<file path="config.mk">
export PLATFORM = sky130hd
export DESIGN_NAME = hyper_fill_core
export DESIGN_NICKNAME = d
export VERILOG_FILES = /design/src/verilog/hyper_pkg.sv /design/src/verilog/bulk_req_if.sv /design/src/verilog/lsab_read_if.sv /design/src/verilog/block_mover_fill.sv /design/src/verilog/bulk_write_port.sv /design/src/verilog/hyper_fill_core.sv /design/src/verilog/lsab_in_buffer.sv
export SDC_FILE = /design/constraint.sdc
export NUM_CORES = 2
export LEC_CHECK = 0
export BUFFER_PORTS_ARGS = -buffer_cell sky130_fd_sc_hd__clkbuf_2
export CAP_MARGIN = 5
export CORE_ASPECT_RATIO = 1.4
export CORE_MARGIN = 2
export CORE_UTILIZATION = 62
export CTS_CLUSTER_SIZE = 28
export DETAILED_ROUTE_END_ITERATION = 6
export PLACE_DENSITY = 0.79
export SYNTH_ARGS = -nofsm -noshare
export SYNTH_HDL_FRONTEND = slang
export SYNTH_SLANG_ARGS = --single-unit
</file>
<file path="constraint.sdc">
create_clock -name CLK_n -period 11.2 [get_ports CLK_n]
set_input_delay 2.24 -clock CLK_n [delete_from_list [all_inputs] [get_ports CLK_n]]
set_output_delay 2.24 -clock CLK_n [all_outputs]
set_load 0.01 [all_outputs]
</file>
<file path="src/verilog/hyper_pkg.sv">
package hyper_pkg;

  // four producer channels feed the inbound path
  parameter int NUM_LSAB = 4;

  parameter int WORD_W   = 32;
  parameter int ANCILL_W = 25;

  // a DRAM address is a page followed by a column
  parameter int COLL_W   = 9;
  parameter int PAGE_W   = 17;

  parameter int COUNT_W  = 6;
  parameter int CHAN_W   = 2;

  typedef logic [WORD_W-1:0]   word_t;
  typedef logic [ANCILL_W-1:0] ancill_t;
  typedef logic [COLL_W-1:0]   coll_t;
  typedef logic [PAGE_W-1:0]   page_t;
  typedef logic [COUNT_W-1:0]  count_t;
  typedef logic [CHAN_W-1:0]   chan_t;

  // one buffered word with its tag
  // eop marks the last word of a packet and ends a transfer early
  typedef struct packed {
    word_t   data;
    ancill_t ancill;
    logic    eop;
  } lsab_entry_t;

endpackage

</file>
<file path="src/verilog/bulk_req_if.sv">
`timescale 1ns/10ps

interface bulk_req_if;

  logic             valid;
  hyper_pkg::coll_t coll;
  hyper_pkg::word_t data;
  logic             ready;

  // one valid cycle carries one word, there is no stall on valid itself
  modport mover (
    output valid,
    output coll,
    output data,
    input  ready
  );

  modport port (
    input  valid,
    input  coll,
    input  data,
    output ready
  );

endinterface

</file>
<file path="src/verilog/lsab_read_if.sv">
`timescale 1ns/10ps

interface lsab_read_if;

  logic                           rd;
  hyper_pkg::chan_t               chan;
  logic [hyper_pkg::NUM_LSAB-1:0] empty;
  logic                           entry_valid;
  hyper_pkg::lsab_entry_t         entry;

  // entry and entry_valid follow rd by exactly one cycle
  modport buffer (
    input  rd,
    input  chan,
    output empty,
    output entry_valid,
    output entry
  );

  modport mover (
    output rd,
    output chan,
    input  empty,
    input  entry_valid,
    input  entry
  );

endinterface

</file>
<file path="src/verilog/block_mover_fill.sv">
`timescale 1ns/10ps

module block_mover_fill (
  input  logic               CLK_n,
  input  logic               RST_MASTER,
  input  hyper_pkg::coll_t   i_start_address,
  input  hyper_pkg::count_t  i_count_req,
  input  hyper_pkg::chan_t   i_section,
  input  logic               i_issue,
  output logic               o_working,
  output hyper_pkg::count_t  o_count_sent,
  output logic               o_irq,
  output hyper_pkg::ancill_t o_ancill,
  lsab_read_if.mover         rd_if,
  bulk_req_if.mover          req_if
);

  hyper_pkg::coll_t  start_q;
  hyper_pkg::count_t count_q;
  hyper_pkg::chan_t  section_q;
  hyper_pkg::count_t reads_issued;
  hyper_pkg::count_t words_sent;
  logic              end_seen;
  logic              sent_last;
  logic              done;

  assign rd_if.chan = section_q;

  // end_seen is registered, so the read issued alongside the eop word still goes out
  assign rd_if.rd = o_working && (reads_issued < count_q) && !end_seen &&
                    !rd_if.empty[section_q] && req_if.ready;

  // words returned after the end flag are read out of the buffer and dropped
  assign req_if.valid = rd_if.entry_valid && !end_seen;
  assign req_if.coll  = start_q + hyper_pkg::coll_t'(words_sent);
  assign req_if.data  = rd_if.entry.data;

  assign sent_last = req_if.valid && rd_if.entry.eop;

  // nothing may be in flight when the transfer closes
  assign done = o_working && !rd_if.entry_valid &&
                (end_seen || (words_sent == count_q));

  assign o_count_sent = words_sent;

  always_ff @(posedge CLK_n)
  begin
    if (RST_MASTER)
    begin
      o_working    <= 1'b0;
      o_irq        <= 1'b0;
      start_q      <= '0;
      count_q      <= '0;
      section_q    <= '0;
      reads_issued <= '0;
      words_sent   <= '0;
      end_seen     <= 1'b0;
    end
    else
    begin
      o_irq <= sent_last;
      if (!o_working && i_issue)
      begin
        start_q      <= i_start_address;
        count_q      <= i_count_req;
        section_q    <= i_section;
        reads_issued <= '0;
        words_sent   <= '0;
        end_seen     <= 1'b0;
        o_working    <= 1'b1;
      end
      else
      begin
        if (rd_if.rd)
          reads_issued <= reads_issued + 1'b1;
        if (req_if.valid)
          words_sent <= words_sent + 1'b1;
        if (sent_last)
          end_seen <= 1'b1;
        if (done)
          o_working <= 1'b0;
      end
    end
  end

  always_ff @(posedge CLK_n)
  begin
    if (sent_last)
      o_ancill <= rd_if.entry.ancill;
  end

  // a word from the buffer outside a transfer would mean a stray read
  a_valid_only_working: assert property (
    @(posedge CLK_n) disable iff (RST_MASTER)
    $rose(req_if.valid) |-> o_working
  );

endmodule

</file>
<file path="src/verilog/bulk_write_port.sv">
`timescale 1ns/10ps

module bulk_write_port (
  input  logic                                           CLK_n,
  input  logic                                           RST_MASTER,
  input  hyper_pkg::page_t                               i_page_addr,
  bulk_req_if.port                                       req_if,
  output logic                                           o_mem_req,
  output logic [hyper_pkg::PAGE_W+hyper_pkg::COLL_W-1:0] o_mem_addr,
  output hyper_pkg::word_t                               o_mem_data,
  input  logic                                           i_mem_ack
);

  localparam int QUEUE_DEPTH = 4;
  localparam int PTR_W = $clog2(QUEUE_DEPTH);
  localparam logic [PTR_W:0] READY_LEVEL = (PTR_W+1)'(QUEUE_DEPTH - 2);

  // the page is sampled with each word so a new transfer cannot alter queued requests
  hyper_pkg::page_t page_q [QUEUE_DEPTH];
  hyper_pkg::coll_t coll_q [QUEUE_DEPTH];
  hyper_pkg::word_t data_q [QUEUE_DEPTH];

  logic [PTR_W-1:0] wr_ptr;
  logic [PTR_W-1:0] rd_ptr;
  logic [PTR_W:0]   level;
  logic             pop;

  // two free slots cover the word already on its way from the buffer
  assign req_if.ready = (level <= READY_LEVEL);

  assign o_mem_req  = (level != '0);
  assign o_mem_addr = {page_q[rd_ptr], coll_q[rd_ptr]};
  assign o_mem_data = data_q[rd_ptr];
  assign pop        = o_mem_req && i_mem_ack;

  always_ff @(posedge CLK_n)
  begin
    if (RST_MASTER)
    begin
      wr_ptr <= '0;
      rd_ptr <= '0;
      level  <= '0;
    end
    else
    begin
      if (req_if.valid)
        wr_ptr <= wr_ptr + 1'b1;
      if (pop)
        rd_ptr <= rd_ptr + 1'b1;
      case ({req_if.valid, pop})
        2'b10:   level <= level + 1'b1;
        2'b01:   level <= level - 1'b1;
        default: level <= level;
      endcase
    end
  end

  always_ff @(posedge CLK_n)
  begin
    if (req_if.valid)
    begin
      page_q[wr_ptr] <= i_page_addr;
      coll_q[wr_ptr] <= req_if.coll;
      data_q[wr_ptr] <= req_if.data;
    end
  end

  a_hold_until_ack: assert property (
    @(posedge CLK_n) disable iff (RST_MASTER)
    (o_mem_req && !i_mem_ack) |=>
      (o_mem_req && $stable(o_mem_addr) && $stable(o_mem_data))
  );

endmodule

</file>
<file path="src/verilog/hyper_fill_core.sv">
`timescale 1ns/10ps

module hyper_fill_core #(
  parameter int FIFO_DEPTH = 16
) (
  input  logic                                           CLK_n,
  input  logic                                           RST_MASTER,
  input  logic [hyper_pkg::NUM_LSAB-1:0]                 i_write,
  input  hyper_pkg::word_t [hyper_pkg::NUM_LSAB-1:0]     i_data,
  input  hyper_pkg::ancill_t [hyper_pkg::NUM_LSAB-1:0]   i_ancill,
  input  logic [hyper_pkg::NUM_LSAB-1:0]                 i_int,
  output logic [hyper_pkg::NUM_LSAB-1:0]                 o_full,
  input  hyper_pkg::coll_t                               i_start_address,
  input  hyper_pkg::count_t                              i_count_req,
  input  hyper_pkg::chan_t                               i_section,
  input  logic                                           i_issue,
  input  hyper_pkg::page_t                               i_page_addr,
  output logic                                           o_working,
  output hyper_pkg::count_t                              o_count_sent,
  output logic                                           o_irq,
  output hyper_pkg::ancill_t                             o_ancill,
  output logic                                           o_mem_req,
  output logic [hyper_pkg::PAGE_W+hyper_pkg::COLL_W-1:0] o_mem_addr,
  output hyper_pkg::word_t                               o_mem_data,
  input  logic                                           i_mem_ack
);

  lsab_read_if rd_bus ();
  bulk_req_if  req_bus ();

  lsab_in_buffer #(
    .FIFO_DEPTH (FIFO_DEPTH)
  ) lsab_in_buffer_i (
    .CLK_n      (CLK_n),
    .RST_MASTER (RST_MASTER),
    .i_write    (i_write),
    .i_data     (i_data),
    .i_ancill   (i_ancill),
    .i_int      (i_int),
    .o_full     (o_full),
    .rd_if      (rd_bus.buffer)
  );

  block_mover_fill block_mover_fill_i (
    .CLK_n           (CLK_n),
    .RST_MASTER      (RST_MASTER),
    .i_start_address (i_start_address),
    .i_count_req     (i_count_req),
    .i_section       (i_section),
    .i_issue         (i_issue),
    .o_working       (o_working),
    .o_count_sent    (o_count_sent),
    .o_irq           (o_irq),
    .o_ancill        (o_ancill),
    .rd_if           (rd_bus.mover),
    .req_if          (req_bus.mover)
  );

  bulk_write_port bulk_write_port_i (
    .CLK_n       (CLK_n),
    .RST_MASTER  (RST_MASTER),
    .i_page_addr (i_page_addr),
    .req_if      (req_bus.port),
    .o_mem_req   (o_mem_req),
    .o_mem_addr  (o_mem_addr),
    .o_mem_data  (o_mem_data),
    .i_mem_ack   (i_mem_ack)
  );

endmodule

</file>
<file path="src/verilog/lsab_in_buffer.sv">
`timescale 1ns/10ps

module lsab_in_buffer #(
  parameter int FIFO_DEPTH = 16
) (
  input  logic                                       CLK_n,
  input  logic                                       RST_MASTER,
  input  logic [hyper_pkg::NUM_LSAB-1:0]             i_write,
  input  hyper_pkg::word_t [hyper_pkg::NUM_LSAB-1:0]   i_data,
  input  hyper_pkg::ancill_t [hyper_pkg::NUM_LSAB-1:0] i_ancill,
  input  logic [hyper_pkg::NUM_LSAB-1:0]             i_int,
  output logic [hyper_pkg::NUM_LSAB-1:0]             o_full,
  lsab_read_if.buffer                                rd_if
);

  localparam int PTR_W = $clog2(FIFO_DEPTH);
  localparam logic [PTR_W:0] FULL_LEVEL = (PTR_W+1)'(FIFO_DEPTH);

  hyper_pkg::lsab_entry_t store [hyper_pkg::NUM_LSAB][FIFO_DEPTH];

  logic [PTR_W-1:0] wr_ptr [hyper_pkg::NUM_LSAB];
  logic [PTR_W-1:0] rd_ptr [hyper_pkg::NUM_LSAB];
  logic [PTR_W:0]   fill   [hyper_pkg::NUM_LSAB];

  logic [hyper_pkg::NUM_LSAB-1:0] push;
  logic [hyper_pkg::NUM_LSAB-1:0] pop;

  always_comb
  begin
    for (int c = 0; c < hyper_pkg::NUM_LSAB; c++)
    begin
      o_full[c]      = (fill[c] == FULL_LEVEL);
      rd_if.empty[c] = (fill[c] == '0);
      // a write into a full channel is simply dropped
      push[c]        = i_write[c] && !o_full[c];
      pop[c]         = rd_if.rd && (rd_if.chan == hyper_pkg::chan_t'(c));
    end
  end

  always_ff @(posedge CLK_n)
  begin
    if (RST_MASTER)
    begin
      for (int c = 0; c < hyper_pkg::NUM_LSAB; c++)
      begin
        wr_ptr[c] <= '0;
        rd_ptr[c] <= '0;
        fill[c]   <= '0;
      end
      rd_if.entry_valid <= 1'b0;
    end
    else
    begin
      for (int c = 0; c < hyper_pkg::NUM_LSAB; c++)
      begin
        if (push[c])
          wr_ptr[c] <= wr_ptr[c] + 1'b1;
        if (pop[c])
          rd_ptr[c] <= rd_ptr[c] + 1'b1;
        case ({push[c], pop[c]})
          2'b10:   fill[c] <= fill[c] + 1'b1;
          2'b01:   fill[c] <= fill[c] - 1'b1;
          default: fill[c] <= fill[c];
        endcase
      end
      rd_if.entry_valid <= rd_if.rd;
    end
  end

  // channel storage, and the entry register loaded from the chosen channel on rd
  always_ff @(posedge CLK_n)
  begin
    for (int c = 0; c < hyper_pkg::NUM_LSAB; c++)
    begin
      if (push[c])
      begin
        store[c][wr_ptr[c]] <= hyper_pkg::lsab_entry_t'{
          data:   i_data[c],
          ancill: i_ancill[c],
          eop:    i_int[c]
        };
      end
    end
    if (rd_if.rd)
      rd_if.entry <= store[rd_if.chan][rd_ptr[rd_if.chan]];
  end

  // the mover has to check empty before it reads, otherwise the pointers slip
  a_no_read_when_empty: assert property (
    @(posedge CLK_n) disable iff (RST_MASTER)
    rd_if.rd |-> !rd_if.empty[rd_if.chan]
  );

endmodule

</file>
## Yosys cells after proc, flatten, opt, wreduce, memory -nomap -nowiden

Memory sizes are Yosys's and may differ from the RTL's. A register that Yosys moved wholly into a read port is not among the register bits.
Cells that the tools add are included.

| storage, ports and cells | value |
|---|---|
| register bits after elaboration | 123 |
| input bits | 274 |
| output and inout bits | 96 |
| memory bits (writable) | 3,996 |
| word-level logic and storage cells | 259 |
| memories kept | 7 |

Memories:

| memory | depth | width | rd ports | clocked after Yosys merged registers in | wr ports | RTL line | RTL |
|---|---|---|---|---|---|---|---|
| lsab_in_buffer_i.store | 4 | 928 | 1 | 1 | 4 | lsab_in_buffer.sv:19 | `hyper_pkg::lsab_entry_t store [hyper_pkg::NUM_LSAB][FIFO_DEPTH];` |
| bulk_write_port_i.data_q | 4 | 32 | 1 | 1 | 1 | bulk_write_port.sv:21 | `hyper_pkg::word_t data_q [QUEUE_DEPTH];` |
| bulk_write_port_i.page_q | 4 | 17 | 1 | 1 | 1 | bulk_write_port.sv:19 | `hyper_pkg::page_t page_q [QUEUE_DEPTH];` |
| bulk_write_port_i.coll_q | 4 | 9 | 1 | 1 | 1 | bulk_write_port.sv:20 | `hyper_pkg::coll_t coll_q [QUEUE_DEPTH];` |
| lsab_in_buffer_i.fill | 4 | 5 | 4 | 0 | 4 | lsab_in_buffer.sv:23 | `logic [PTR_W:0] fill [hyper_pkg::NUM_LSAB];` |
| lsab_in_buffer_i.rd_ptr | 4 | 4 | 5 | 1 | 4 | lsab_in_buffer.sv:22 | `logic [PTR_W-1:0] rd_ptr [hyper_pkg::NUM_LSAB];` |
| 1 more memories | n/a | n/a | n/a | n/a | n/a | n/a |  |

| cells by class | value |
|---|---|
| equality and inequality tests | 18 |
| bitwise gates (word level) | 25 |
| magnitude comparators | 12 |
| multiplexer cells | 114 |
| add/sub/neg operators | 23 |
| reductions and logical operators | 44 |

Operator list:

| cell | count |
|---|---|
| 928-bit two-way mux | 4 |
| 58-bit demux with 4-bit select | 4 |
| 58-bit two-way mux | 6 |
| 58-bit binary-select mux with 4-bit select | 1 |
| 1-bit two-way mux | 67 |
| 5-bit two-way mux | 12 |
| 4-bit by 1-bit adder with 4-bit output (second input constant) | 8 |
| 4-bit two-way mux | 8 |
| 5-bit >= comparator (second input constant) | 5 |
| 4-bit inverter with 5-bit output | 5 |
| 1-bit logical AND | 22 |
| 5-bit by 1-bit adder with 5-bit output (second input constant) | 4 |
| 5-bit equality test (second input constant) | 4 |
| 5-bit logical NOT | 4 |
| 5-bit by 1-bit < comparator with 1-bit output (second input constant) | 4 |
| 2-bit two-way mux | 10 |
| 1-bit OR | 20 |
| 5-bit by 1-bit subtractor with 5-bit output (second input constant) | 4 |
| 2-bit equality test (second input constant) | 7 |
| 6-bit by 1-bit adder with 6-bit output (second input constant) | 2 |
| 2-bit by 1-bit equality test with 1-bit output (second input constant) | 6 |
| 2-bit OR reduction | 5 |
| 9-bit by 6-bit adder with 9-bit output | 1 |
| 1-bit logical NOT | 8 |
| 13 further kinds | 15 |

## Longest topological paths before layout

| depth | value |
|---|---|
| word-level depth | 14 |
| depth in mapped cells | 14 |
| mapped depth without buffers | 14 |

## Hierarchy

Synthesis repeated with hierarchy kept, for this count alone.

| second synthesis, totals | value |
|---|---|
| cell total of the unflattened synthesis | 7,150 |
| area, all modules | 159,539.3 um2 |

Modules (own cells, without submodules):

| module | sequential area each (um2) | area each (um2) | cells an instance | times used |
|---|---|---|---|---|
| lsab_in_buffer | 114,790.1 | 147,831.8 | 6,513 | 1 |
| bulk_write_port | 7,146.9 | 8,841.0 | 351 | 1 |
| block_mover_fill | 1,391.3 | 2,866.5 | 286 | 1 |

## Worst setup path before layout

No wires, ideal clock.

| timing | value |
|---|---|
| path type | input to register |
| start point | input i_write[3] (netlist bit) |
| end point | memory lsab_in_buffer_i.store[3][696] (netlist bit) (enable) |
| stages on the path | 3 |
| library setup time | 0.617 ns |
| required time | 10.583 ns |
| data arrival time | 8.010 ns |
| path buffers | 1 |
| slack | 2.572 ns |
| path through | nand2_1 clkbuf_1 nor4_1 |

RTL lines:

| element | RTL line | RTL |
|---|---|---|
| start: declaration | hyper_fill_core.sv:8 | `input logic [hyper_pkg::NUM_LSAB-1:0] i_write,` |
| end: declaration | lsab_in_buffer.sv:19 |  |

==> results.md <==
* Setup WS pre-CTS at 5320 ps
* Skew-Pair Late Insertion Delay at 970 ps
* Placed Cells at 10650
* Syn Inst Count at 7174
* Worst Setup Slack, final at 5711 ps
* Htree depth at 5
* Die span in x at 432.0 um
* Dominant cell type by area after synthesis: edfxtp_1
* Non-Filler Instances at 11370
* Failing checks: design-rule violations
* Grt ovf at 0
* Die area at 260600 um2
* Lkg Pwr at 0.05488 uW
* Mean Syn Cell Area at 22.17 um2
* Initial Util at 62.19%
* Worst path arrival time at 6150 ps
* Worst Hold Class: reg -> reg
* Met2 WL at 229200 um
* Hold Buf Count CTS at 0
* Slowest Stage Delay on Critical Path at 950 ps
* GRT Total Usage at 37.53%
* Pre-antenna DRT Iters at 7
* Vias in the first global route at 86820
* Top cell family by delay on the critical path: buffers and inverters
* WHS at 431.4 ps
* Crit-path slowest cell: buf_4
* Tcrit/Tclk final at 49.01%
* Setup TNS at 0 ps
* Synth unique cells at 47
* Buffers on Ports at 369
* Top cells by area, synth: edfxtp_1 77%, mux4_2 14%, a211oi_1 1.9%, mux2i_1 1.5%, nor2b_1 0.94%
* CTS Sinks at 4123
* Cell Chain, Critical Path: buf_4, buf_4, buf_4, mux4_2, nor2b_1, a211oi_1, a21oi_1, a21oi_1, a21oi_1
* Critical path required time at 11860 ps
* TritonCTS clock tree: done
* Root buf cell: clkbuf_16
* Synthesized flop and latch total at 4123
* Vias at 85730
* Nets at 8026
* Worst vdd ir at 0.0001866 V
* Post-Syn Area at 159000 um2
* Commonest non-fill, non-tap cell in the layout: edfxtp_1
* CTS buffer count at 365
* M1 wire length at 145000 um
* DRC at 1
* Uppermost layer routed: met5
* Clock slew at reported path FFs at 60 ps
* P&R area growth vs syn at 11.35%
* Status: complete, but fails checks
* Worst setup SP type: flip-flop
* Placer congestion estimate at 0.8353
* Register Area at 123400 um2
* FFs w/ async S/R, synth at 0%
* Post_cts resized at 0
* First-pass GRT wire length at 671800 um
* Critical Path Fanout Max at 64
* Register area share after synthesis at 77.57%
* Post-synth EDFFs at 4079
* Post-CTS Setup Inserts at 0
* CP Capture Type: flip-flop
* WS Path Type: reg -> reg
* Vias per cell at 7.542
* Clk_skew at 78.41 ps
* Worst-margin pin slew at 1279 ps
* Min cycle time layout at 5489 ps
* Core Area at 255700 um2
* PD cells at 187.0 nW/um2
* Buffers and inverters on the worst path at 3
* Max Slew Vio Count at 0
* Rows at 220
* RSZ-0062 raised after global routing: no
* Antenna Nets Post-Route at 0
* Layout cell share with drive strength beyond 1 at 26.99%
* Die height at 603.3 um
* Top-area cell type share of the netlist area at 77.02%
* Largest net degree at the start of global routing at 159
* WL per Instance at 43.63 um
* Multi-input logic area at 33860 um2
* Final setup viols at 0
* Routed wire length at 495900 um
* Fillers at 14260
* Syn. warnings at 0
* Final hold viol count at 0
* Most frequent cells in the layout: 4079 x edfxtp_1, 986 x mux4_2, 406 x a211oi_1, 370 x clkbuf_16, 369 x clkbuf_2
* Dpl hpwl at 237500 um
* Met3 wire length at 77380 um
* Max cap viols at 0
* DRT iter0 DRCs at 16350
* Power Total at 33120 uW
* I/O pin cnt at 370
* Maximum operating frequency at 182.2 MHz
* Post-synth top flop: edfxtp_1
* Slew headroom at 14.71%
* Clock Path Buffers at 4
* Initial antenna violation count at 83
* Post-Syn Nets at 7511
## cell type report
type / instances / area share, %
diodes: 60 / 0.08478
inverters: 53 / 0.1137
clock inverters: 221 / 1.336
flip-flops and latches: 4123 / 69.67
multi-input cells: 2584 / 19.12
clock buffers: 435 / 5.377
repair buffers: 562 / 1.946
well taps: 3330 / 2.353
## stage by stage
stage          cell area (um2)  util [%]
3_3_place_gp            165100     64.55
5_1_grt                 177100     69.24
6_report                177100     69.25
4_1_cts                 176900     69.19
2_1_floorplan           159000         -
3_5_place_dp            165100     64.55
## cell families after synthesis
family | count (synthesis) | synth area share (%)
buffers and inverters | 467 | 1.402
adders and majority gates | 63 | 0.5192
AOI/OAI and AO/OA | 724 | 2.979
xor gates and xnor gates | 50 | 0.2754
muxes | 1225 | 15.50
DFF | 4123 | 77.57
and+or+nand+nor | 522 | 1.752
## synthesized netlist by cell type (all sizes together) (39+ instances only)
cell type	instances
inv	53
mux2i	233
nand2	83
buf	228
nor3	39
a21oi	270
clkbuf	186
nor2	85
ha	58
edfxtp	4079
nor2b	240
dfxtp	44
a211oi	406
mux4	990
## power by group
| part | switching, uW | internal [uW] |
|---|---|---|
| registers | 166 | 17400 |
| clock network | 5710 | 7110 |
| logic | 1840 | 937 |
| total | 7720 | 25400 |
## per-layer routing
layer  vias up  GRT usage [%]
met5         -              0
met4        28          26.34
met3      2220          9.760
met2      9175          57.84
li1      31230              -
met1     43080          47.01
## registers in the layout, indices dropped and copies added, names as in the netlist, named ones only
| name | count |
|---|---|
| block_mover_fill_i.count_q | 6 |
| block_mover_fill_i.end_seen | 1 |
| block_mover_fill_i.o_ancill | 25 |
| block_mover_fill_i.o_count_sent | 6 |
| block_mover_fill_i.o_irq | 1 |
| block_mover_fill_i.o_working | 1 |
| block_mover_fill_i.rd_if.chan | 2 |
| block_mover_fill_i.reads_issued | 6 |
| block_mover_fill_i.start_q | 9 |
| bulk_write_port_i.coll_q | 36 |
| bulk_write_port_i.data_q | 128 |
| bulk_write_port_i.level | 3 |
| bulk_write_port_i.page_q | 68 |
| bulk_write_port_i.rd_ptr | 2 |
| bulk_write_port_i.wr_ptr | 2 |
| lsab_in_buffer_i.fill | 20 |
| lsab_in_buffer_i.rd_if.entry | 58 |
| lsab_in_buffer_i.rd_if.entry_valid | 1 |
| lsab_in_buffer_i.rd_ptr | 16 |
| lsab_in_buffer_i.store | 3712 |
| lsab_in_buffer_i.wr_ptr | 16 |
## path summary, 6_finish.rpt
path	from	end	cells past startpoint	slack (ps)
worst max-delay path	flip-flop	lsab_in_buffer_i.rd_if.entry[5]	9	5710
worst min-delay path	lsab_in_buffer_i.rd_if.entry[14]	block_mover_fill_i.o_ancill[13]	0	430
worst max register to register	flip-flop	lsab_in_buffer_i.rd_if.entry[5]	9	5710
worst min register to register	lsab_in_buffer_i.rd_if.entry[14]	block_mover_fill_i.o_ancill[13]	0	430
Power figures use the tool's default switching activity.
